**config.mk**
```make
export PLATFORM = sky130hd
export DESIGN_NAME = PCFile
export DESIGN_NICKNAME = d
export VERILOG_FILES = /design/src/hw/ExecPkg.sv /design/src/hw/PCFile.sv
export SDC_FILE = /design/constraint.sdc
export NUM_CORES = 1
export LEC_CHECK = 0
export ABC_AREA = 0
export BUFFER_PORTS_ARGS = -buffer_cell sky130_fd_sc_hd__buf_4
export CAP_MARGIN = 20
export CORE_MARGIN = 5
export CORE_UTILIZATION = 57
export DETAILED_ROUTE_END_ITERATION = 7
export PLACE_DENSITY = 0.76
export SYNTH_ARGS = -nofsm -noshare
export SYNTH_HDL_FRONTEND = slang
export SYNTH_SLANG_ARGS = --single-unit
```
**constraint.sdc**
```tcl
create_clock -name clk -period 3.5 [get_ports clk]
set_input_delay 0.35 -clock clk [delete_from_list [all_inputs] [get_ports clk]]
set_output_delay 0.35 -clock clk [all_outputs]
set_load 0.1 [all_outputs]
```
**src/hw/ExecPkg.sv**
```systemverilog
package ExecPkg;

typedef logic [6:0] Tag_t;
typedef logic [7:0] SqN_t;
typedef logic [2:0] FetchID_t;
typedef logic [2:0] FetchOff_t;

typedef enum logic [2:0] {
    OP_ADD   = 3'd0,
    OP_SUB   = 3'd1,
    OP_AND   = 3'd2,
    OP_XOR   = 3'd3,
    OP_AUIPC = 3'd4
} Opcode_t;

// Source tag seen either as a register index or as a small signed constant
typedef union packed {
    struct packed {
        logic isImm;
        logic [5:0] idx;
    } regView;
    struct packed {
        logic isImm;
        logic signed [5:0] value;
    } immView;
} TagWord;

typedef struct packed {
    logic valid;
    TagWord tagA;
    TagWord tagB;
    logic immB;
    logic [31:0] imm;
    Tag_t tagDst;
    SqN_t sqN;
    FetchID_t fetchID;
    FetchOff_t fetchOffs;
    Opcode_t opcode;
} IssueUop;

typedef struct packed {
    logic valid;
    logic [31:0] srcA;
    logic [31:0] srcB;
    logic [31:0] imm;
    logic [31:0] pc;
    Tag_t tagDst;
    SqN_t sqN;
    Opcode_t opcode;
} ExUop;

typedef struct packed {
    logic valid;
    Tag_t tag;
    logic [31:0] result;
} ZCForward;

typedef struct packed {
    logic valid;
    Tag_t tagDst;
    SqN_t sqN;
    logic [31:0] result;
} ResultUop;

typedef struct packed {
    logic taken;
    SqN_t sqN;
} BranchFlush;

typedef struct packed {
    logic valid;
    logic [5:0] addr;
} RFReadReq;

typedef struct packed {
    logic valid;
    FetchID_t fetchID;
    logic [31:0] pc;
} PCWrite;

// Sequence numbers wrap, so age is the sign of the difference
function automatic logic isYounger(SqN_t a, SqN_t b);
    SqN_t diff;
    diff = a - b;
    return $signed(diff) > 0;
endfunction

// A destination with the flag bit set writes no register
function automatic logic hasDest(Tag_t t);
    return !t[$bits(Tag_t)-1];
endfunction

function automatic logic [31:0] tagConst(TagWord t);
    return {{26{t.immView.value[5]}}, t.immView.value};
endfunction

endpackage

```
**src/hw/PCFile.sv**
```systemverilog
`timescale 1ns/1ps

module PCFile #(
    parameter NUM_LANES = 2
) (
    input logic clk,
    input logic rst,
    input ExecPkg::PCWrite wr,
    input ExecPkg::FetchID_t rdID[NUM_LANES],
    output logic [31:0] rdData[NUM_LANES]
);
    import ExecPkg::*;

    localparam NUM_ENTRIES = 2 ** $bits(FetchID_t);

    // Base PC of each fetch block
    logic [31:0] entries[NUM_ENTRIES];

    always_ff @(posedge clk) begin
        if (rst) begin
            for (int e = 0; e < NUM_ENTRIES; e++) begin
                entries[e] <= '0;
            end
        end else if (wr.valid) begin
            entries[wr.fetchID] <= wr.pc;
        end
    end

    // Registered so the base arrives with the OperandLoad output register
    always_ff @(posedge clk) begin
        for (int i = 0; i < NUM_LANES; i++) begin
            if (wr.valid && wr.fetchID == rdID[i]) begin
                rdData[i] <= wr.pc;
            end else begin
                rdData[i] <= entries[rdID[i]];
            end
        end
    end

endmodule

```
# Yosys cells after proc, flatten, opt, wreduce, memory -nomap -nowiden
# Memories as Yosys holds them, arrays and structs flattened.
# Cells that the tools add are included.
dict set report word_totals {
  reg_bits 64
  ramBits 256
  wordCells 18
  memories 1
}
dict set report op_classes {
  eq_ne 2
  muxes 10
  n_reduce_logical 3
}
# name depth width read_ports rd_ports_with_merged_regs wr line_no
set mem_list {}
lappend mem_list {entries 8 32 2 0 8 PCFile.sv:17} ;# logic [31:0] entries[NUM_ENTRIES];
# op count
set op_table {}
lappend op_table {{two-way mux 32 bit} 3}
lappend op_table {{OR reduction 32 bit} 1}
lappend op_table {{equality test 3 bit} 2}
lappend op_table {{two-way mux 1 bit} 6}
lappend op_table {{two-way mux 3 bit} 1}
lappend op_table {{logical AND 1 bit} 2}

# Logic depth before layout (Yosys ltp)
dict set report depth {
  ltp_word 5
  ltp_mapped 5
  mapped_depth_nobuf 3
}

# Worst setup path before layout
# OpenSTA, ideal clock, no wires.
dict set report synth_timing {
  kind {input -> register}
  start {input port wr[34] in the netlist's numbering}
  end {memory entries[0][0] (enable)}
  setup_ns 0.391
  arrival_time_ns 1.898
  required_time_ns 3.109
  path_slack_ns 1.211
  cell_stages 3
  path_buffers 0
  path_cell_list {or3b_1 > nor3_1 > or2_1}
}
# item line_no
set synth_lines {}
lappend synth_lines {{start, declared} PCFile.sv:8} ;# input ExecPkg::PCWrite wr,
lappend synth_lines {{end, declared} PCFile.sv:17}

==> impl_results.md <==
* Outcome: finished, final reports clean
* Later-pin clock latency in the skew report at 510 ps
* Setup TNS at 0 ps
* Required time worst endpoint at 3640 ps
* First-pass detailed-route iteration total at 5
* Worst-path clk slew at 60 ps
* CTS hold repair buffers at 0
* Residual DRC at 0
* Die area at 31,100 um^2
* Via count of the first global-routing pass at 9,150
* Core area at 27,100 um^2
* Via Count at 8,802
* RSZ-0062 raised after global routing: no
* Power per cell area at 576 nW/um^2
* DP Worst Slack at 916 ps
* Final Util at 0.672
* Critical Path Max Stage Delay at 500 ps
* Largest area contributor in the netlist: edfxtp_1
* Final Wtd Congestion at 0.762
* Largest net degree at the start of global routing at 34
* Cell variety after synth at 23
* GR Util All Layers at 0.240
* Initial DRC Count at 789
* Chip Height at 176 um
* Final nets at 1,082
* CTS root buf: clkbuf_16
* WS Path Type: primary input to flop
* Main flop type after synthesis: edfxtp_1
* Slew margin rel. at 0.509
* Crit-path max FO at 33
* Synth Cell Area at 15,800 um^2
* CTS tree: yes
* N_diodes at 0
* Post-synth ARST share at 0
* Post-synthesis compound-gate area fraction at 0
* Die W at 176 um
* Final Cell Area at 18,200 um^2
* Cell Count, Final, Fillers Out at 1,436
* H-tree depth at 2
* Post-Syn Nets at 973
* Final setup violation count at 0
* Cells along the critical path: buf_4 > or3b_1 > nor2_2 > buf_4 > or2_1 > buf_4
* Mean post-synth cell area at 17.0 um^2
* Commonest cells post-synth: and2_1 (256), edfxtp_1 (256), mux2_2 (103)
* YS warnings at 0
* Yosys top cell area share at 0.488
* Share of cells above drive strength 1 at 0.389
* # Post-CTS Setup Buffers at 0
* Element type at the critical path end: flop
* Yosys reg bits at 320
* Top delay family on crit path: buffers and inverters
* Hold Violations, Final at 0
* Worst Skew at 12.7 ps
* CP Data Arrival Time at 2230 ps
* First-pass GRT wire length at 55,800 um
* Max Fclk at 0.478 GHz
* Part of the Yosys area used for sequential elements at 0.569
* Crit-path most repeated cell: buf_4
* HPWL after detailed placement at 20,700 um
* Via-to-Cell Ratio at 6.13
* Post-route ant nets at 0
* Crit-path slowest cell: or3b_1
* Total global routing overflow at 0
* Cells after Synth at 929
* Antenna violations before repair at 0
* Peak supply drop at 493 uV
* XOR/XNOR Fraction of Synth Area at 0.00333
* Period minus WS final at 2090 ps
* Post-synthesis mux area share at 0.292
* CP startpoint kind: primary input
* Ports at 108
* PostCTS Resize Cnt at 0
* Placed Instances at 1,373
* Top cells by area, synth: edfxtp_1 (49%), mux4_2 (12%), and2_1 (10%)
* Setup ws final at 1410 ps
* CTS Buffer Depth at 3
* TritonCTS Buffers at 35
* Synthesis-to-finish area growth at 15.5%
* CP Buf/Inv Count at 3
* Adder-Cell Fraction of Synth Area at 0
* Slew @ Worst Pin at 737 ps
* Final Slew Violations at 0
* DRT Wirelength at 36,800 um
* Max Cap Viol at 0
* Row cnt at 60
* Number of port buffers at 107
* Largest family of logic cells by synthesized area: multiplexers
* Clock net sink count at 320
* Routed WL per cell at 25.6 um
* EDFF count, synth at 256
* Initial core utilization at 0.582
* Worst Hold Class: primary input to flop
* Static Leak at 6.82 nW
* Dpl cell area at 17,000 um^2
* Tcrit/Tclk final at 0.597
* Post-Synth Simple-Gate Area at 0.110
==> cells by family after synthesis <==
kind of cell,Yosys count
flops,320
simple gates,279
mux,256
buf+inv,68
xor+xnor,6
==> state kept, by name (all words and copies together), names as in the netlist <==
signal   count
entries    256
rdData      64
==> cells in the final DEF, fill, tap and decap left out, drive strengths merged <==
cell,netlist,layout
and2,256,256
edfxtp,256,256
buf,26,140
mux2,128,128
mux4,128,128
dfxtp,64,64
clkbuf,42,51
or2,8,8
clkinv,0,7
xnor2,6,6
nor2,6,6
bufinv,0,5
nand4,2,2
nand2b,2,2
nor3,2,2
nand3b,1,1
or3b,1,1
nand2,1,1
==> path summary, 6_finish.rpt <==
kind	start	end	slack (ps)	cells after the start
setup / recovery	rst	entries[2][10]	1410	6
hold / removal	wr[10]	rdData[42]	140	2
setup reg to reg	entries[1][3]	rdData[3]	1890	3
hold reg to reg	entries[7][14]	rdData[46]	830	3
==> report_power, final <==
group | internal [mW] | total [mW] | switching [mW] | leakage [nW]
Sequential | 4.42 | 4.56 | 0.135 | 2.99
Combinational | 0.680 | 2.01 | 1.33 | 3.20
Clock | 2.47 | 3.91 | 1.45 | 0.619
Total | 7.57 | 10.5 | 2.92 | 6.82
==> cell type report <==
class                   count  area [um^2]
repair buffers            140         1130
fillers                  1806         8900
clock inverters            12          185
flip-flops and latches    320         8970
multi-input cells         541         6400
clock buffers              51         1060
well taps                 372          465
==> metrics by stage <==
step | power [mW] | hold slack (ps)
finish | 10.5 | 144
CTS | 10.5 | 125
floorplan | 6.14 | 493
global placement | 6.62 | 649
detailed placement | 6.65 | 651
global route | 10.8 | 138
==> metal layers <==
| layer | track usage | up-vias | wire (um) |
|---|---|---|---|
| met2 | 0.387 | 402 | 17800 |
| met4 | 0.0526 | 0 | 603 |
| met3 | 0.0486 | 54 | 3240 |
| met1 | 0.346 | 4530 | 15100 |
| met5 | 0 | - | 0 |
| li1 | - | 3816 | - |
No activity file was read; power rests on OpenSTA's default activity.
