<file path="src/hw/ExecPkg.sv">
package ExecPkg;

typedef logic [6:0] Tag_t;
typedef logic [7:0] SqN_t;
typedef logic [2:0] FetchID_t;
typedef logic [2:0] FetchOff_t;

typedef enum logic [2:0] {
    OP_ADD   = 3'd0,
    OP_SUB   = 3'd1,
    OP_AND   = 3'd2,
    OP_XOR   = 3'd3,
    OP_AUIPC = 3'd4
} Opcode_t;

// Source tag seen either as a register index or as a small signed constant
typedef union packed {
    struct packed {
        logic isImm;
        logic [5:0] idx;
    } regView;
    struct packed {
        logic isImm;
        logic signed [5:0] value;
    } immView;
} TagWord;

typedef struct packed {
    logic valid;
    TagWord tagA;
    TagWord tagB;
    logic immB;
    logic [31:0] imm;
    Tag_t tagDst;
    SqN_t sqN;
    FetchID_t fetchID;
    FetchOff_t fetchOffs;
    Opcode_t opcode;
} IssueUop;

typedef struct packed {
    logic valid;
    logic [31:0] srcA;
    logic [31:0] srcB;
    logic [31:0] imm;
    logic [31:0] pc;
    Tag_t tagDst;
    SqN_t sqN;
    Opcode_t opcode;
} ExUop;

typedef struct packed {
    logic valid;
    Tag_t tag;
    logic [31:0] result;
} ZCForward;

typedef struct packed {
    logic valid;
    Tag_t tagDst;
    SqN_t sqN;
    logic [31:0] result;
} ResultUop;

typedef struct packed {
    logic taken;
    SqN_t sqN;
} BranchFlush;

typedef struct packed {
    logic valid;
    logic [5:0] addr;
} RFReadReq;

typedef struct packed {
    logic valid;
    FetchID_t fetchID;
    logic [31:0] pc;
} PCWrite;

// Sequence numbers wrap, so age is the sign of the difference
function automatic logic isYounger(SqN_t a, SqN_t b);
    SqN_t diff;
    diff = a - b;
    return $signed(diff) > 0;
endfunction

// A destination with the flag bit set writes no register
function automatic logic hasDest(Tag_t t);
    return !t[$bits(Tag_t)-1];
endfunction

function automatic logic [31:0] tagConst(TagWord t);
    return {{26{t.immView.value[5]}}, t.immView.value};
endfunction

endpackage

</file>
<file path="src/hw/IntExecute.sv">
`timescale 1ns/1ps

module IntExecute #(
    parameter NUM_LANES = 2
) (
    input logic clk,
    input logic rst,
    input ExecPkg::ExUop exUop[NUM_LANES],
    output ExecPkg::ZCForward zcFwd[NUM_LANES],
    output ExecPkg::ResultUop result[NUM_LANES]
);
    import ExecPkg::*;

    logic [31:0] aluOut[NUM_LANES];

    always_comb begin
        for (int i = 0; i < NUM_LANES; i++) begin
            case (exUop[i].opcode)
                OP_ADD:   aluOut[i] = exUop[i].srcA + exUop[i].srcB;
                OP_SUB:   aluOut[i] = exUop[i].srcA - exUop[i].srcB;
                OP_AND:   aluOut[i] = exUop[i].srcA & exUop[i].srcB;
                OP_XOR:   aluOut[i] = exUop[i].srcA ^ exUop[i].srcB;
                OP_AUIPC: aluOut[i] = exUop[i].pc + exUop[i].imm;
                default:  aluOut[i] = '0;
            endcase
        end
    end

    // Same-cycle forward for back-to-back dependents
    always_comb begin
        for (int i = 0; i < NUM_LANES; i++) begin
            zcFwd[i].valid = exUop[i].valid && hasDest(exUop[i].tagDst);
            zcFwd[i].tag = exUop[i].tagDst;
            zcFwd[i].result = aluOut[i];
        end
    end

    always_ff @(posedge clk) begin
        for (int i = 0; i < NUM_LANES; i++) begin
            result[i].tagDst <= exUop[i].tagDst;
            result[i].sqN <= exUop[i].sqN;
            result[i].result <= aluOut[i];
            if (rst) begin
                result[i].valid <= 1'b0;
            end else begin
                result[i].valid <= exUop[i].valid;
            end
        end
    end

    // Only decoded opcodes reach the ALU
    for (genvar i = 0; i < NUM_LANES; i++) begin : gOpcodeCheck
        assert property (@(posedge clk) disable iff (rst)
            exUop[i].valid |->
                exUop[i].opcode inside {OP_ADD, OP_SUB, OP_AND, OP_XOR, OP_AUIPC})
            else $error("IntExecute: lane %0d got unknown opcode %h", i, exUop[i].opcode);
    end

endmodule

</file>
<file path="config.mk">
export PLATFORM = sky130hd
export DESIGN_NAME = IntExecute
export DESIGN_NICKNAME = d
export VERILOG_FILES = /design/src/hw/ExecPkg.sv /design/src/hw/IntExecute.sv
export SDC_FILE = /design/constraint.sdc
export NUM_CORES = 1
export LEC_CHECK = 0
export BUFFER_PORTS_ARGS = -buffer_cell sky130_fd_sc_hd__buf_2
export CAP_MARGIN = 20
export CORE_AREA = 2 2 210 212
export CTS_BUF_LIST = sky130_fd_sc_hd__clkbuf_8 sky130_fd_sc_hd__clkbuf_16
export CTS_CLUSTER_SIZE = 10
export DETAILED_ROUTE_END_ITERATION = 10
export DIE_AREA = 0 0 212 214
export MAX_ROUTING_LAYER = met4
export SYNTH_ARGS = -nofsm -noshare
export SYNTH_HDL_FRONTEND = slang
export SYNTH_SLANG_ARGS = --single-unit
export TNS_END_PERCENT = 5
</file>
<file path="constraint.sdc">
create_clock -name clk -period 8.4 [get_ports clk]
set_clock_uncertainty 0.2 [all_clocks]
set_input_delay 1.68 -clock clk [delete_from_list [all_inputs] [get_ports clk]]
set_output_delay 1.68 -clock clk [all_outputs]
set_load 0.01 [all_outputs]
</file>
Word level (Yosys, flattened, before mapping)
Index checks and enable logic that the tools add are counted.

$add $sub $neg: 6. Mux-type cells: 2. Bitwise logic cells: 4. Reductions and logical operators: 6. Equal/unequal tests: 8.

Operators with widths (count): one-hot mux 32 bit (5 select lines) (2); adder 32 bit (4); AND 32 bit (2); subtractor 32 bit (2); XOR 32 bit (2); == test 3 x 2 -> 1 bit (second input constant) (4); == test 3 x 1 -> 1 bit (second input constant) (2); == test 3 bit (second input constant) (2); logical NOT 3 bit (2); logical AND 1 bit (2); logical NOT 1 bit (2).

Input bits: 296. Word-level logic and storage cells: 34. Bits in registers: 96.

Longest topological paths before layout
Depth in word-level cells: 2. Depth in mapped cells: 20. Gate-level depth less buffers: 19.

Worst setup path after synthesis
OpenSTA, ideal clock, no wires.

Kind: in2out. Start: in exUop[233] (netlist bit). End: out zcFwd[71] (netlist bit). Path buffers: 1. Cell stages on the path: 16. Arrival: 5.247 ns. Setup slack: 1.273 ns. Cells stage by stage: nor4_4 > nand4_1 > or3_1 > o31ai_1 > xor2_1 > ha_1 > buf_2 > a21oi_2 > o21bai_1 > a21o_1 > and2_1 > nor4_2 > nor3_1 > o41ai_2 > o221ai_1 > a311o_1.

RTL lines: start, declared (line IntExecute.sv:8) `input ExecPkg::ExUop exUop[NUM_LANES],`; end, declared (line IntExecute.sv:9) `output ExecPkg::ZCForward zcFwd[NUM_LANES],`.

==> results.md <==
* Worst hold slack at 1.186 ns
* Most frequent cells after synthesis: ha_1 (190), a21oi_1 (127), nand2_1 (104)
* WHS Path Cells at 1
* Number of antenna violations at the first check in global routing at 7
* Post-place setup slack at 0.4567 ns
* Final setup viols at 0
* Gate count after technology mapping at 1,482
* H-tree depth at 3
* Slowest CP cell: nor4_2
* Max Root-Sink Buffers at 2
* CTS tree: built
* First-pass GRT wire length at 74.80 mm
* DR WL/cell at 19.95 µm
* Hold_buf cts at 0
* Worst endpoint required time at 6.52 ns
* #FFs+latches synth at 96
* Clk pin slew, worst setup/hold paths at 0.08 ns
* DRT antenna net count at 0
* Synth top area share at 0.1986
* Via Count at 13,330
* Critical-path cell list: buf_2, nor4_4, nand4_1, or3_1, nor2_1, nand2_1, o31ai_1, xor2_1, ha_1, a21oi_1, o21ai_0, nor4_2, nor3_1, o41ai_2, o221ai_1, a311o_1, buf_2
* EDFF count, synth at 0
* First-pass iteration count of the detailed router at 5
* Initial drt markers at 773
* All-layer global routing usage at 0.2212
* Largest net degree at the start of global routing at 33
* Largest register by flop count: result
* Most frequent cell after synthesis: ha_1
* Synthesis-to-layout area growth at 27.09%
* Hpwl dp at 42.89 mm
* Num ports at 472
* Vias in the first global route at 13,140
* Period minus WS final at 8.027 ns
* TritonCTS Buffers at 9
* Slew HR at 0.4161
* Cell Rows at 76
* Worst EP arrival at 6.15 ns
* Status: finished, final reports clean
* RSZ-0062 raised after global routing: no
* Met1 GRT Util at 0.2535
* YS warnings at 0
* Tcrit/Tclk final at 0.9555
* Remaining DRCs at 0
* Port Buf Inserts at 471
* Vias/cell at 5.293
* Mapped Avg Cell Area at 8.075 µm²
* Async S/R FF share, synth at 0
* GR peak layer: met2
* Synth area leaders: ha_1 (20%), dfxtp_1 (16%), xnor2_1 (6.7%), xor2_1 (5.3%), a21oi_1 (5.3%)
* Area post-placement at 14,920 µm²
* VDD IR max at 0.00007462 V
* GR Util met2 at 0.3844
* Cell Area, Synth at 11,970 µm²
* Largest area contributor in the netlist: ha_1
* Largest stage delay on the critical path at 0.47 ns
* Cell Pwr Density at 136.8 nW/µm²
* CP Max Fanout at 6
* Synthesized Nets at 1,972
* Starting Density at 0.2791
* Fmax at 124.6 MHz
* Worst setup path startpoint: exUop[233]
* Setup TNS at 0 ns
* Area of all placed cells without fillers at 15,210 µm²
* Worst Setup Start Kind: input pin
* Worst Hold Launch: exUop[3]
* Total die area at 45,370 µm²
* Global Route met3 Usage at 0.04735
* Top_reg_cell synth: dfxtp_1
* Setup CP Type: in -> out
* Final #Nets at 2,412
* Most frequent CP cell: buf_2
* Worst Tran Pin Value at 0.8758 ns
* Final Hold Fails at 0
* DIE WIDTH at 212 µm
* Yosys cell types at 87
* Max-cap violation count at 0
* Largest registers: result: 96 flops
* PnR worst setup slack at 0.3734 ns
* Hold Crit Class: in -> reg
* Die Height at 214 µm
* Clock root cell: clkbuf_16
* Sink Count at 96
* Gpl congestion at 0.9634
* Total grt overflow at 0
* Core area at 42,890 µm²
* Setup bufs post-CTS at 0
* Max Transition Viols Final at 0
* Register area share after synthesis at 0.1606
* Crit. End Element: output pin
* Final Power at 2.081 mW
* Post-Route WL at 50.24 mm
* Fraction of layout cells with a size suffix above 1 at 0.2788
* Max reg flops at 96
* Worst Hold Endpoint: result[32]$_DFF_P_
* Cts repair resizes at 0
* Leak at 7.489 nW
* FILL cells at 4,546
metal layers:
metal	up-vias	part of all wire
met5	-	0
met4	0	0.021
met3	57	0.070
met2	543	0.50
met1	6275	0.41
li1	6452	-
logic make-up (layout without fill, tap and decap cells):
kind of cell / count (synthesis) / in the layout / share of synthesized area
AO/OA/AOI/OAI: 510 / 510 / 0.2842
AND/OR/NAND/NOR: 374 / 374 / 0.1559
adder cells (fa/ha/maj): 194 / 194 / 0.2053
XOR/XNOR: 165 / 165 / 0.1208
buffers and inverters: 99 / 543 / 0.03575
flip-flops: 96 / 96 / 0.1606
multiplexers: 44 / 44 / 0.03753
other: 0 / 7 / 0
critical path: cells and delay by family:
family | cells | cell delay [ns]
adders and majority gates | 1 | 0.32
AOI/OAI and AO/OA | 6 | 1.60
and+or+nand+nor | 7 | 2.06
xor gates and xnor gates | 1 | 0.19
buffers and inverters | 2 | 0.29
report_power, final:
group	internal, mW	switching (mW)	total [mW]
Sequential	0.514	0.0199	0.533
Clock	0.201	0.211	0.412
Combinational	0.472	0.663	1.14
worst max path at each step:
stage / cells after the start / to
after CTS: 17 / zcFwd[71]
final: 17 / zcFwd[71]
after detailed placement: 17 / zcFwd[71]
after floorplan: 16 / zcFwd[71]
after global placement: 17 / zcFwd[71]
after global routing: 17 / zcFwd[71]
stage by stage:
step | instances | util
after floorplan | 1482 | -
after global placement | 2496 | 0.3480
after detailed placement | 2496 | 0.3480
after CTS | 2511 | 0.3542
after global routing | 2517 | 0.3546
final | 2518 | 0.3547
layout by cell type, fill, tap and decap left out, types with 5 or more instances in the layout:
| cell | netlist | layout |
|---|---|---|
| a222oi_1 | 18 | 18 |
| nand2b_1 | 21 | 21 |
| a21oi_1 | 127 | 127 |
| ha_1 | 190 | 190 |
| nand2_1 | 104 | 104 |
| mux2i_1 | 37 | 37 |
| o31ai_1 | 20 | 20 |
| mux2_2 | 6 | 6 |
| buf_2 | 2 | 471 |
| a22oi_1 | 7 | 7 |
| o22ai_1 | 12 | 12 |
| nor2b_1 | 10 | 10 |
| or3_1 | 9 | 9 |
| clkbuf_16 | 0 | 9 |
| nor3_1 | 27 | 27 |
| o21ai_0 | 90 | 90 |
| o221ai_1 | 20 | 20 |
| nor3b_1 | 6 | 6 |
| o41ai_1 | 8 | 8 |
| o211ai_1 | 9 | 9 |
| a211oi_1 | 13 | 13 |
| nor2_1 | 103 | 101 |
| and3_1 | 13 | 13 |
| a31oi_1 | 17 | 17 |
| o21a_1 | 14 | 14 |
| and2_1 | 13 | 13 |
| diode_2 | 0 | 7 |
| buf_4 | 14 | 20 |
| a21o_1 | 59 | 59 |
| o21bai_1 | 16 | 16 |
| xor2_1 | 73 | 73 |
| o21ai_1 | 24 | 24 |
| nand3_1 | 21 | 21 |
| inv_1 | 37 | 38 |
| dfxtp_1 | 96 | 96 |
| nand4_1 | 17 | 17 |
| xnor2_1 | 92 | 92 |
| a211o_1 | 6 | 6 |
| a221oi_1 | 5 | 5 |
area by class of cell:
type,count,area (µm²),share of cell area
multi-input cells,1287,9623,0.6327
repair buffers,491,2507,0.1649
flip-flops and latches,96,1922,0.1264
well taps,585,732.0,0.04812
clock buffers,9,225.2,0.01481
inverters,37,138.9,0.009131
clock inverters,6,43.79,0.002879
diodes,7,17.52,0.001152
Power figures use the tool's default switching activity.
