File: config.mk
export PLATFORM = sky130hd
export DESIGN_NAME = OperandLoad
export DESIGN_NICKNAME = d
export VERILOG_FILES = /design/src/hw/ExecPkg.sv /design/src/hw/OperandLoad.sv
export SDC_FILE = /design/constraint.sdc
export NUM_CORES = 1
export LEC_CHECK = 0
export ABC_AREA = 1
export ABC_CLOCK_PERIOD_IN_PS = 3400
export BUFFER_PORTS_ARGS = -buffer_cell sky130_fd_sc_hd__buf_2
export CORE_AREA = 2 2 330 332
export DETAILED_ROUTE_END_ITERATION = 6
export DIE_AREA = 0 0 332 334
export HOLD_SLACK_MARGIN = 0.05
export PLACE_DENSITY = 0.55
export SLEW_MARGIN = 20
export SYNTH_ARGS = -nofsm -noshare
export SYNTH_HDL_FRONTEND = slang
export SYNTH_SLANG_ARGS = --single-unit
File: constraint.sdc
create_clock -name clk -period 3.4 [get_ports clk]
set_input_delay 0.17 -clock clk [delete_from_list [all_inputs] [get_ports clk]]
set_output_delay 0.17 -clock clk [all_outputs]
set_load 0.02 [all_outputs]
File: src/hw/ExecPkg.sv
package ExecPkg;

typedef logic [6:0] Tag_t;
typedef logic [7:0] SqN_t;
typedef logic [2:0] FetchID_t;
typedef logic [2:0] FetchOff_t;

typedef enum logic [2:0] {
    OP_ADD   = 3'd0,
    OP_SUB   = 3'd1,
    OP_AND   = 3'd2,
    OP_XOR   = 3'd3,
    OP_AUIPC = 3'd4
} Opcode_t;

// Source tag seen either as a register index or as a small signed constant
typedef union packed {
    struct packed {
        logic isImm;
        logic [5:0] idx;
    } regView;
    struct packed {
        logic isImm;
        logic signed [5:0] value;
    } immView;
} TagWord;

typedef struct packed {
    logic valid;
    TagWord tagA;
    TagWord tagB;
    logic immB;
    logic [31:0] imm;
    Tag_t tagDst;
    SqN_t sqN;
    FetchID_t fetchID;
    FetchOff_t fetchOffs;
    Opcode_t opcode;
} IssueUop;

typedef struct packed {
    logic valid;
    logic [31:0] srcA;
    logic [31:0] srcB;
    logic [31:0] imm;
    logic [31:0] pc;
    Tag_t tagDst;
    SqN_t sqN;
    Opcode_t opcode;
} ExUop;

typedef struct packed {
    logic valid;
    Tag_t tag;
    logic [31:0] result;
} ZCForward;

typedef struct packed {
    logic valid;
    Tag_t tagDst;
    SqN_t sqN;
    logic [31:0] result;
} ResultUop;

typedef struct packed {
    logic taken;
    SqN_t sqN;
} BranchFlush;

typedef struct packed {
    logic valid;
    logic [5:0] addr;
} RFReadReq;

typedef struct packed {
    logic valid;
    FetchID_t fetchID;
    logic [31:0] pc;
} PCWrite;

// Sequence numbers wrap, so age is the sign of the difference
function automatic logic isYounger(SqN_t a, SqN_t b);
    SqN_t diff;
    diff = a - b;
    return $signed(diff) > 0;
endfunction

// A destination with the flag bit set writes no register
function automatic logic hasDest(Tag_t t);
    return !t[$bits(Tag_t)-1];
endfunction

function automatic logic [31:0] tagConst(TagWord t);
    return {{26{t.immView.value[5]}}, t.immView.value};
endfunction

endpackage

File: src/hw/OperandLoad.sv
`timescale 1ns/1ps

module OperandLoad #(
    parameter NUM_LANES = 2
) (
    input logic clk,
    input logic rst,
    input ExecPkg::IssueUop issue[NUM_LANES],
    input logic stall[NUM_LANES],
    input ExecPkg::BranchFlush flush,
    input ExecPkg::ZCForward zcFwd[NUM_LANES],
    input ExecPkg::ResultUop snoop[NUM_LANES],
    output ExecPkg::RFReadReq rfRead[2*NUM_LANES],
    input logic [31:0] rfData[2*NUM_LANES],
    output ExecPkg::FetchID_t pcReadID[NUM_LANES],
    input logic [31:0] pcData[NUM_LANES],
    output ExecPkg::ExUop exUop[NUM_LANES]
);
    import ExecPkg::*;

    localparam NUM_FWD = 2 * NUM_LANES;
    localparam NUM_LOOKUP = 2 * NUM_LANES;

    ZCForward fwd[NUM_FWD];
    Tag_t lookup[NUM_LOOKUP];
    logic fwdHit[NUM_LOOKUP];
    logic [31:0] fwdData[NUM_LOOKUP];

    logic [31:0] nextA[NUM_LANES];
    logic [31:0] nextB[NUM_LANES];
    logic nextPendA[NUM_LANES];
    logic nextPendB[NUM_LANES];

    logic accept[NUM_LANES];
    logic killHeld[NUM_LANES];

    ExUop uopReg[NUM_LANES];
    logic pendA[NUM_LANES];
    logic pendB[NUM_LANES];
    logic pendPc[NUM_LANES];

    // Zero-cycle forwards sit at the low indices and win
    always_comb begin
        for (int i = 0; i < NUM_LANES; i++) begin
            fwd[i] = zcFwd[i];
            fwd[NUM_LANES + i].valid = snoop[i].valid && hasDest(snoop[i].tagDst);
            fwd[NUM_LANES + i].tag = snoop[i].tagDst;
            fwd[NUM_LANES + i].result = snoop[i].result;
        end
    end

    // Ports 0..N-1 carry tagA, ports N..2N-1 carry tagB
    always_comb begin
        for (int i = 0; i < NUM_LANES; i++) begin
            lookup[i] = issue[i].tagA;
            lookup[NUM_LANES + i] = issue[i].tagB;

            rfRead[i].valid = issue[i].valid && !issue[i].tagA.regView.isImm;
            rfRead[i].addr = issue[i].tagA.regView.idx;
            rfRead[NUM_LANES + i].valid = issue[i].valid && !issue[i].immB &&
                                          !issue[i].tagB.regView.isImm;
            rfRead[NUM_LANES + i].addr = issue[i].tagB.regView.idx;

            pcReadID[i] = issue[i].fetchID;
        end
    end

    always_comb begin
        for (int p = 0; p < NUM_LOOKUP; p++) begin
            fwdHit[p] = 1'b0;
            fwdData[p] = '0;
            for (int f = NUM_FWD - 1; f >= 0; f--) begin
                if (fwd[f].valid && fwd[f].tag == lookup[p]) begin
                    fwdHit[p] = 1'b1;
                    fwdData[p] = fwd[f].result;
                end
            end
        end
    end

    // Constant, then immediate, then forward, else left for the register file
    always_comb begin
        for (int i = 0; i < NUM_LANES; i++) begin
            nextA[i] = fwdData[i];
            nextPendA[i] = 1'b0;
            if (issue[i].tagA.regView.isImm) begin
                nextA[i] = tagConst(issue[i].tagA);
            end else if (!fwdHit[i]) begin
                nextPendA[i] = 1'b1;
            end

            nextB[i] = fwdData[NUM_LANES + i];
            nextPendB[i] = 1'b0;
            if (issue[i].tagB.regView.isImm) begin
                nextB[i] = tagConst(issue[i].tagB);
            end else if (issue[i].immB) begin
                nextB[i] = issue[i].imm;
            end else if (!fwdHit[NUM_LANES + i]) begin
                nextPendB[i] = 1'b1;
            end
        end
    end

    always_comb begin
        for (int i = 0; i < NUM_LANES; i++) begin
            accept[i] = issue[i].valid && !stall[i] &&
                        !(flush.taken && isYounger(issue[i].sqN, flush.sqN));
            killHeld[i] = flush.taken && uopReg[i].valid &&
                          isYounger(uopReg[i].sqN, flush.sqN);
        end
    end

    always_ff @(posedge clk) begin
        for (int i = 0; i < NUM_LANES; i++) begin
            if (rst) begin
                uopReg[i].valid <= 1'b0;
                pendA[i] <= 1'b0;
                pendB[i] <= 1'b0;
                pendPc[i] <= 1'b0;
            end else if (accept[i]) begin
                uopReg[i].valid <= 1'b1;
                uopReg[i].srcA <= nextA[i];
                uopReg[i].srcB <= nextB[i];
                uopReg[i].imm <= issue[i].imm;
                // Holds the block offset in bytes until the base arrives
                uopReg[i].pc <= {28'b0, issue[i].fetchOffs, 1'b0};
                uopReg[i].tagDst <= issue[i].tagDst;
                uopReg[i].sqN <= issue[i].sqN;
                uopReg[i].opcode <= issue[i].opcode;
                pendA[i] <= nextPendA[i];
                pendB[i] <= nextPendB[i];
                pendPc[i] <= 1'b1;
            end else if (!stall[i] || killHeld[i]) begin
                uopReg[i].valid <= 1'b0;
                pendA[i] <= 1'b0;
                pendB[i] <= 1'b0;
                pendPc[i] <= 1'b0;
            end else begin
                // Read ports move on to the held issue slot next cycle
                if (pendA[i]) begin
                    uopReg[i].srcA <= rfData[i];
                end
                if (pendB[i]) begin
                    uopReg[i].srcB <= rfData[NUM_LANES + i];
                end
                if (pendPc[i]) begin
                    uopReg[i].pc <= pcData[i] + uopReg[i].pc;
                end
                pendA[i] <= 1'b0;
                pendB[i] <= 1'b0;
                pendPc[i] <= 1'b0;
            end
        end
    end

    always_comb begin
        for (int i = 0; i < NUM_LANES; i++) begin
            exUop[i] = uopReg[i];
            exUop[i].valid = uopReg[i].valid && !stall[i] && !killHeld[i];
            if (pendA[i]) begin
                exUop[i].srcA = rfData[i];
            end
            if (pendB[i]) begin
                exUop[i].srcB = rfData[NUM_LANES + i];
            end
            if (pendPc[i]) begin
                exUop[i].pc = pcData[i] + uopReg[i].pc;
            end
        end
    end

    // A stalled issue slot keeps its micro-op until taken or flushed
    for (genvar i = 0; i < NUM_LANES; i++) begin : gHoldCheck
        assert property (@(posedge clk) disable iff (rst)
            stall[i] && issue[i].valid &&
                !(flush.taken && isYounger(issue[i].sqN, flush.sqN)) |=>
                issue[i].valid && issue[i].sqN == $past(issue[i].sqN))
            else $error("OperandLoad: lane %0d issue changed while stalled", i);
    end

endmodule

======== Word level (Yosys, flattened, before mapping) ========
Memory sizes are Yosys's and may differ from the RTL's.
Cells that the tools add are included.
storage, ports and cells
  flip-flop bits (word level) ............. 0
  RAM bits ................................ 300
  word-level logic and storage cells ...... 248
  memories kept ........................... 4
cells by class
  add/sub/neg operators ................... 6
  $lt $le $gt $ge ......................... 4
  equality and inequality tests ........... 16
  muxes and demuxes ....................... 136
  bitwise gates (word level) .............. 28
  reduce and logical (&&, ||, !) cells .... 54
memories
  name    words  bits a word  read ports  clocked after memory_dff  write ports  RTL line           source
  uopReg  2      147          2           0                         2            OperandLoad.sv:37  ExUop uopReg[NUM_LANES];
  pendA   2      1            2           0                         2            OperandLoad.sv:38  logic pendA[NUM_LANES];
  pendB   2      1            2           0                         2            OperandLoad.sv:39  logic pendB[NUM_LANES];
  pendPc  2      1            2           0                         2            OperandLoad.sv:40  logic pendPc[NUM_LANES];
operators with widths
  kind                  count
  $mux W32              34
  $eq A7 B7 Y1          16
  $mux W1               102
  $add A32 B32 Y32      2
  $logic_and A1 B1 Y1   38
  $gt A8 B1 Y1 const B  4
  $sub A8 B8 Y8         4
  $or A1 B1 Y1          28
  $logic_not A1 Y1      14
  $logic_or A1 B1 Y1    2

======== Longest topological paths before layout ========
Gate-level depths: netlist (run 1).
  word-level depth ........................ 13
  mapped depth ............................ 18
  mapped depth without buffers ............ 15

======== Worst setup path after synthesis (run 1) ========
OpenSTA, ideal clock, no wires.
  kind .................................... register to register
  from .................................... memory uopReg[1][3] in the netlist's numbering
  to ...................................... memory uopReg[1][18] in the netlist's numbering (enable)
  setup time .............................. 0.389 ns
  arrival ................................. 2.700 ns
  slack ................................... 0.310 ns
  cell stages (with the launch flop) ...... 13
  buffers on the path ..................... 1
  period minus slack after synthesis ...... 3.090 ns
  cells stage by stage .................... edfxtp_1 > inv_1 > ha_1 > fa_1 > o21ai_1 > nand2_1 > nand2_1 > xor2_1 > nand3_1 > nand2_1 > nand3_1 > buf_2 > nand2_1
RTL lines
  element          RTL line
  start, declared  OperandLoad.sv:37

==> flow_metrics.tcl, run 1 <==
set metrics [dict create \
    die-area_um2 111000 \
    portBuffers 824 \
    crit_required_ns 3.23 \
    grt_max_degree 66 \
    final-max-slew-violation-count 0 \
    syn_area_per_cell_um2 6.95 \
    drc 0 \
    rsz0062_at_grt "true" \
    finalSetupViolCount 0 \
    timing.rr.start "uopReg[0][3]" \
    io_pins 853 \
    finalNonFillerCells 6313 \
    synth_top_cell_area_share_pct 32.5 \
    hold_path_depth 7 \
    power.total_mw 13.0 \
    synth_warnings 0 \
    power_density_nw_per_um2 355 \
    slowest_delay_ns 0.39 \
    synth-async-reset-ratio_pct 0 \
    relSlewSlack_pct 31.4 \
    syn-cell-area_um2 27700 \
    crit_path_end_kind "primary output" \
    crit_top_cell "nand2_1" \
    min_to "uopReg[1][120]" \
    grt_pass1_wl_um 215000 \
    synth-seq-area-share_pct 32.5 \
    worst_slack_ns 0.167 \
    final_net_count 5455 \
    hold_violations 0 \
    synth_largest_area_cell "edfxtp_1" \
    totalWireLength_um 153000 \
    crit_chain "ha_1, nand2_1, inv_1, a21oi_2, a21boi_0, nand2_1, xnor2_1, o21ai_1, buf_2" \
    synthCells 3990 \
    grtUsageTotal_pct 26.3 \
    postPlaceCellArea_um2 32600 \
    timing.rr.end "uopReg[0][85]" \
    cts_root_buf "clkbuf_16" \
    dp_hpwl_um 119000 \
    r2r_slack_ns 0.19 \
    path_clk_slew_ns 0.08 \
    die_h_um 334 \
    area_delta_synth_final_pct 31.8 \
    n_fill_cell 11639 \
    grt_pass1_vias 30646 \
    placed_cells 5959 \
    crit_type "reg -> out" \
    wire_per_inst_um 24.2 \
    layout_worst_path_cycle_share_pct 95.1 \
    worstSetupStartpointType "flop" \
    cap_violations 0 \
    first_iter_violations 3238 \
    skew_ns 0.0502 \
    ir_drop_v 0.000298 \
    cts_tree "built" \
    synth_area_leaders "edfxtp_1 32%, nand2_1 17%, nand3_1 6.5%" \
    clockBufferDepth 3 \
    clk_latency_ns 0.63 \
    critPathSlowestCell "edfxtp_1" \
    hold_path_class "in -> reg" \
    synth_seq_cells 300 \
    cp_max_fo 6 \
    first_pass_iters 5 \
    worst_pin_slew_ns 1.03 \
    die_x_um 332 \
    cts.sinks 300 \
    synthTopCellsByCount "1236 x nand2_1, 358 x nand3_1, 325 x a21oi_1, 307 x nor2_1, 300 x edfxtp_1" \
    status "finished, final reports clean" \
    yosysMostFrequentCell "nand2_1" \
    numCtsBuffers 40 \
    worstPathArrival_ns 3.06 \
    leakage_nw 17.3 \
    fin_area_um2 36500 \
    min-delay-start "zcFwd[6]" \
    ff2ff_path_depth 15 \
    yosys.cell_types.count 45 \
    fmax_mhz 309 \
    drive_above_1_share_pct 24.3 \
    num_rows 121 \
    antenna_found_initial 82 \
    post-place-ws_ns 0.287 \
    viasPerCell 5.07 \
    core_area_um2 108000 \
    min_period_ns 3.23 \
    timing.hold.ws_ns 0.101 \
    h-tree-depth 2 \
    vias 31986 \
    gp_congestion 0.956 \
    initial_core_util_pct 25.7 \
    ant_nets 0 \
    ys.flop_type "edfxtp_1" \
    synth_edf_count 300 \
    grt-ovfl-total 0 \
]
==> metrics by stage <==
step	util [%]	setup TNS, ns
CTS	33.7	-0.0720
global placement	30.2	0
floorplan	-	0
global route	33.9	0
detailed placement	30.2	0
finish	33.9	0
==> cell usage in the layout, fill, tap and decap left out, types with 4 or more instances in the layout <==
cell           count
a21boi_0           7
a21o_1            12
a21oi_1          321
a21oi_2            4
a22oi_1            5
a31oi_1            9
buf_12            19
buf_2            824
buf_4             68
clkbuf_1           9
clkbuf_16         41
clkinv_1           9
clkinv_2           9
conb_1             6
diode_2           33
dlygate4sd3_1    240
edfxtp_1         300
fa_1               5
ha_1              89
inv_1            287
inv_2             29
mux2_2           128
nand2_1         1234
nand3_1          354
nand3_2            5
nand3b_1          14
nand4_1          192
nor2_1           303
nor2_4            10
nor3_1            50
o21a_1             4
o21ai_0          100
o21ai_1           11
o21ai_2            5
o21bai_1          21
o22ai_1            8
or2_2              5
xnor2_1           33
xor2_1            53
==> area by class of cell <==
cell class                 count  area, um^2  share of cell area [%]
timing repair buffer        1154        7460                    20.4
sequential                   300        9010                    24.7
tap                         1414        1770                    4.84
inverter                     321        1210                    3.30
clock buffer                  49        1030                    2.83
clock inverter                25         240                   0.657
antenna                       33        82.6                   0.226
multi-input combinational   3017       15700                    43.1
==> where the power goes <==
group | internal, mW | switching, mW
Clock | 2.42 | 1.91
Sequential | 4.37 | 0.0905
Combinational | 1.49 | 2.69
Total | 8.28 | 4.69
==> flip-flops by register name (all words and copies together), names as in the netlist <==
name	count
pendB	2
pendA	2
uopReg	294
pendPc	2
==> worst max-delay path, delay by kind of cell (launching register included) <==
kind                     cells  cell delay (ns)
AO/OA/AOI/OAI                3             0.73
AND/OR/NAND/NOR              2             0.45
flip-flops                   1             0.39
adder cells (fa/ha/maj)      1             0.38
buffers and inverters        2             0.32
XOR/XNOR                     1             0.21
==> worst max-delay path by stage <==
stage,start,depth (start not counted),to,slack (ns)
2_1_floorplan,uopReg[1][3],12,uopReg[1][18],0.31
3_3_place_gp,uopReg[0][3],15,uopReg[0][47],0.36
3_5_place_dp,uopReg[0][3],13,uopReg[0][44],0.29
4_1_cts,uopReg[0][3],13,exUop[293],-0.07
5_1_grt,uopReg[0][20],13,exUop[192],0.002
6_report,uopReg[1][29],9,exUop[31],0.17
==> repair_timing <==
action | 4_1_cts | 5_1_grt
gates cloned | 0 | 1
buffers inserted | 1 | 5
endpoints found under the hold margin | 236 | 0
hold buffers | 240 | 0
resized for setup | 11 | 24
endpoints found under the setup margin | 16 | 27
pin swaps | 1 | 2
==> metal layers <==
metal  vias to the layer above  GRT usage, %  share of wire, %
met5                         -             0              0.28
met4                        64          11.2               4.7
met2                      1606          42.9                46
met1                     14943          32.8                40
li1                      15024             -                 -
met3                       349          6.70               9.3
==> logic make-up (layout without fill, tap and decap cells) <==
group                    Yosys count  after routing  share of synthesized area, %
buffers and inverters            678           1549                          11.5
multiplexers                     128            128                          5.20
XOR/XNOR                          86             86                          2.72
other                              1             39                        0.0135
AND/OR/NAND/NOR                 2185           2185                          33.7
adder cells (fa/ha/maj)           96             96                          4.50
AO/OA/AOI/OAI                    516            516                          9.90
flip-flops                       300            300                          32.5
(Power assumes the default switching activity.)
==> inputs of run 2 (changes only) <==
--- a/config.mk
+++ b/config.mk
@@ -6,7 +6,7 @@
 export NUM_CORES = 1
 export LEC_CHECK = 0
 export ABC_AREA = 1
-export ABC_CLOCK_PERIOD_IN_PS = 3400
+export ABC_CLOCK_PERIOD_IN_PS = 3600
 export BUFFER_PORTS_ARGS = -buffer_cell sky130_fd_sc_hd__buf_2
 export CORE_AREA = 2 2 330 332
 export DETAILED_ROUTE_END_ITERATION = 6
==> constraint.sdc (replaced) <==
create_clock -name clk -period 3.6 [get_ports clk]
set_input_delay 0.18 -clock clk [delete_from_list [all_inputs] [get_ports clk]]
set_output_delay 0.18 -clock clk [all_outputs]
set_load 0.02 [all_outputs]
==> run 2 against run 1 <==
  * Global-route usage is 0.27 points lower
  * Clock-buffer cell count shrank 2
  * Clock power hardly changed
  * Power down 4.0%
  * Utilization fell by 0.12 points
  * Critical path depth unchanged
  * Non-clock buffer count shrank 11
  * Combinational power decreased by 7.0%
  * Via count about the same
  * Critical path type unchanged
  * Largest power group is now the clock network
==> flow_metrics.tcl, run 2 (same netlist as run 1, synthesis figures left out) <==
set metrics [dict create \
    status "finished, final reports clean" \
    drc 0 \
    r2r_slack_ns 0.38 \
    fin_util_pct 33.8 \
    cts_tree "built" \
    worstPathArrival_ns 3.28 \
    io_pins 853 \
    die-area_um2 111000 \
    drive_above_1_share_pct 24.0 \
    cts_root_buf "clkbuf_16" \
    cp_max_fo 6 \
    cap_violations 0 \
    gp_congestion 0.984 \
    clockBufferDepth 3 \
    die_h_um 334 \
    fmax_mhz 289 \
    grt-ovfl-total 0 \
    n_fill_cell 11705 \
    first_iter_violations 2957 \
    path_clk_slew_ns 0.06 \
    die_x_um 332 \
    ff2ff_path_depth 12 \
    hold_violations 0 \
    p_int_mw 8.08 \
    p_clk_share_pct 35.0 \
    crit_type "reg -> out" \
    p_switching_mw 4.38 \
    totalWireLength_um 151000 \
    core_area_um2 108000 \
    worst_pin_slew_ns 1.08 \
    relSlewSlack_pct 27.6 \
    layout_worst_path_cycle_share_pct 96.0 \
    ant_nets 0 \
    dp_hpwl_um 118000 \
    power_density_nw_per_um2 342 \
    finalSetupViolCount 0 \
    grt_max_degree 72 \
    rsz0062_at_grt "false" \
    ir_drop_v 0.000369 \
    mostFrequentLayoutCells "1234 x nand2_1, 824 x buf_2, 356 x nand3_1" \
    hold_path_depth 5 \
    wire_per_inst_um 24.0 \
    cts.sinks 300 \
    layout_commonest_cell "nand2_1" \
    largest_reg_flops 294 \
    area_delta_synth_final_pct 31.3 \
    final_net_count 5445 \
    skew_ns 0.0276 \
    top_register "uopReg" \
    grt_pass1_wl_um 213000 \
    p_seq_share_pct 33.9 \
    combPwrFrac_pct 31.2 \
    grtUsageTotal_pct 26.0 \
    worstSetupStartpointType "flop" \
    h-tree-depth 2 \
    viasPerCell 5.07 \
    grt_pass1_vias 29989 \
    fin_setup_tns_ns 0 \
    first_pass_iters 6 \
    switching_share_pct 35.1 \
    antenna_found_initial 80 \
    final-max-slew-violation-count 0 \
    leakage_nw 17.3 \
    crit_required_ns 3.42 \
    num_rows 121 \
    clk_latency_ns 0.61 \
    hold_path_class "in -> reg" \
    vias 31975 \
    crit_path_end_kind "primary output" \
    portBuffers 824 \
    numCtsBuffers 41 \
    initial_core_util_pct 25.7 \
    min_period_ns 3.46 \
]
==> run 2: power groups by stage <==
stage	sequential, mW	clock (mW)	combinational, mW
2_1_floorplan	4.26	0	2.24
3_3_place_gp	4.28	0	3.62
3_5_place_dp	4.28	0	3.63
4_1_cts	4.21	4.45	3.85
5_1_grt	4.23	4.56	4.21
6_report	4.22	4.36	3.88
==> run 2: what timing repair did <==
item,CTS,global route
pin swaps,0,0
hold endpoints to repair,236,0
resized for setup,1,7
setup buffers,0,0
endpoints found under the setup margin,4,16
hold buffers,237,0
==> run 2: per-stage QoR <==
step	std cells	total power, mW	hold slack (ns)	setup WS [ns]	instance area (um^2)
floorplan	3995	6.50	0.279	0.510	27700
global route	6281	13.0	0.0835	0.00396	36400
detailed placement	5958	7.91	0.359	0.460	32500
CTS	6267	12.5	0.0519	0.0486	36300
global placement	5958	7.90	0.357	0.459	32500
finish	6302	12.5	0.0947	0.144	36400
==> run 2: final cells by class <==
type | count | area, um^2 | area share, %
Antenna cell | 35 | 87.6 | 0.241
Clock buffer | 47 | 1070 | 2.94
Clock inverter | 25 | 314 | 0.863
Inverter | 321 | 1210 | 3.32
Multi-Input combinational cell | 3017 | 15700 | 43.0
Sequential cell | 300 | 9010 | 24.7
Tap cell | 1414 | 1770 | 4.86
Timing Repair Buffer | 1143 | 7290 | 20.0
==> run 2: final timing paths <==
check,end,startpoint
setup / recovery,exUop[31],uopReg[1][29]
hold / removal,uopReg[0][85],issue[132]
setup reg to reg,uopReg[1][98],uopReg[1][3]
hold reg to reg,uopReg[1][18],uopReg[1][18]
==> run 2: per-layer routing <==
metal / share of wire, % / GRT usage (%) / vias to the layer above
li1: - / - / 15008
met1: 40 / 32.3 / 14884
met2: 45 / 42.2 / 1710
met3: 9.8 / 6.96 / 317
met4: 4.9 / 11.5 / 56
met5: 0.26 / 0 / -
==> run 2: worst max-delay path: stages, from the launching register on <==
cell      delay, ns
edfxtp_1       0.40
ha_1           0.38
nand2_1        0.20
inv_1          0.06
a21oi_1        0.36
a21boi_0       0.22
nand2_1        0.21
xnor2_1        0.20
o21ai_0        0.39
buf_2          0.26
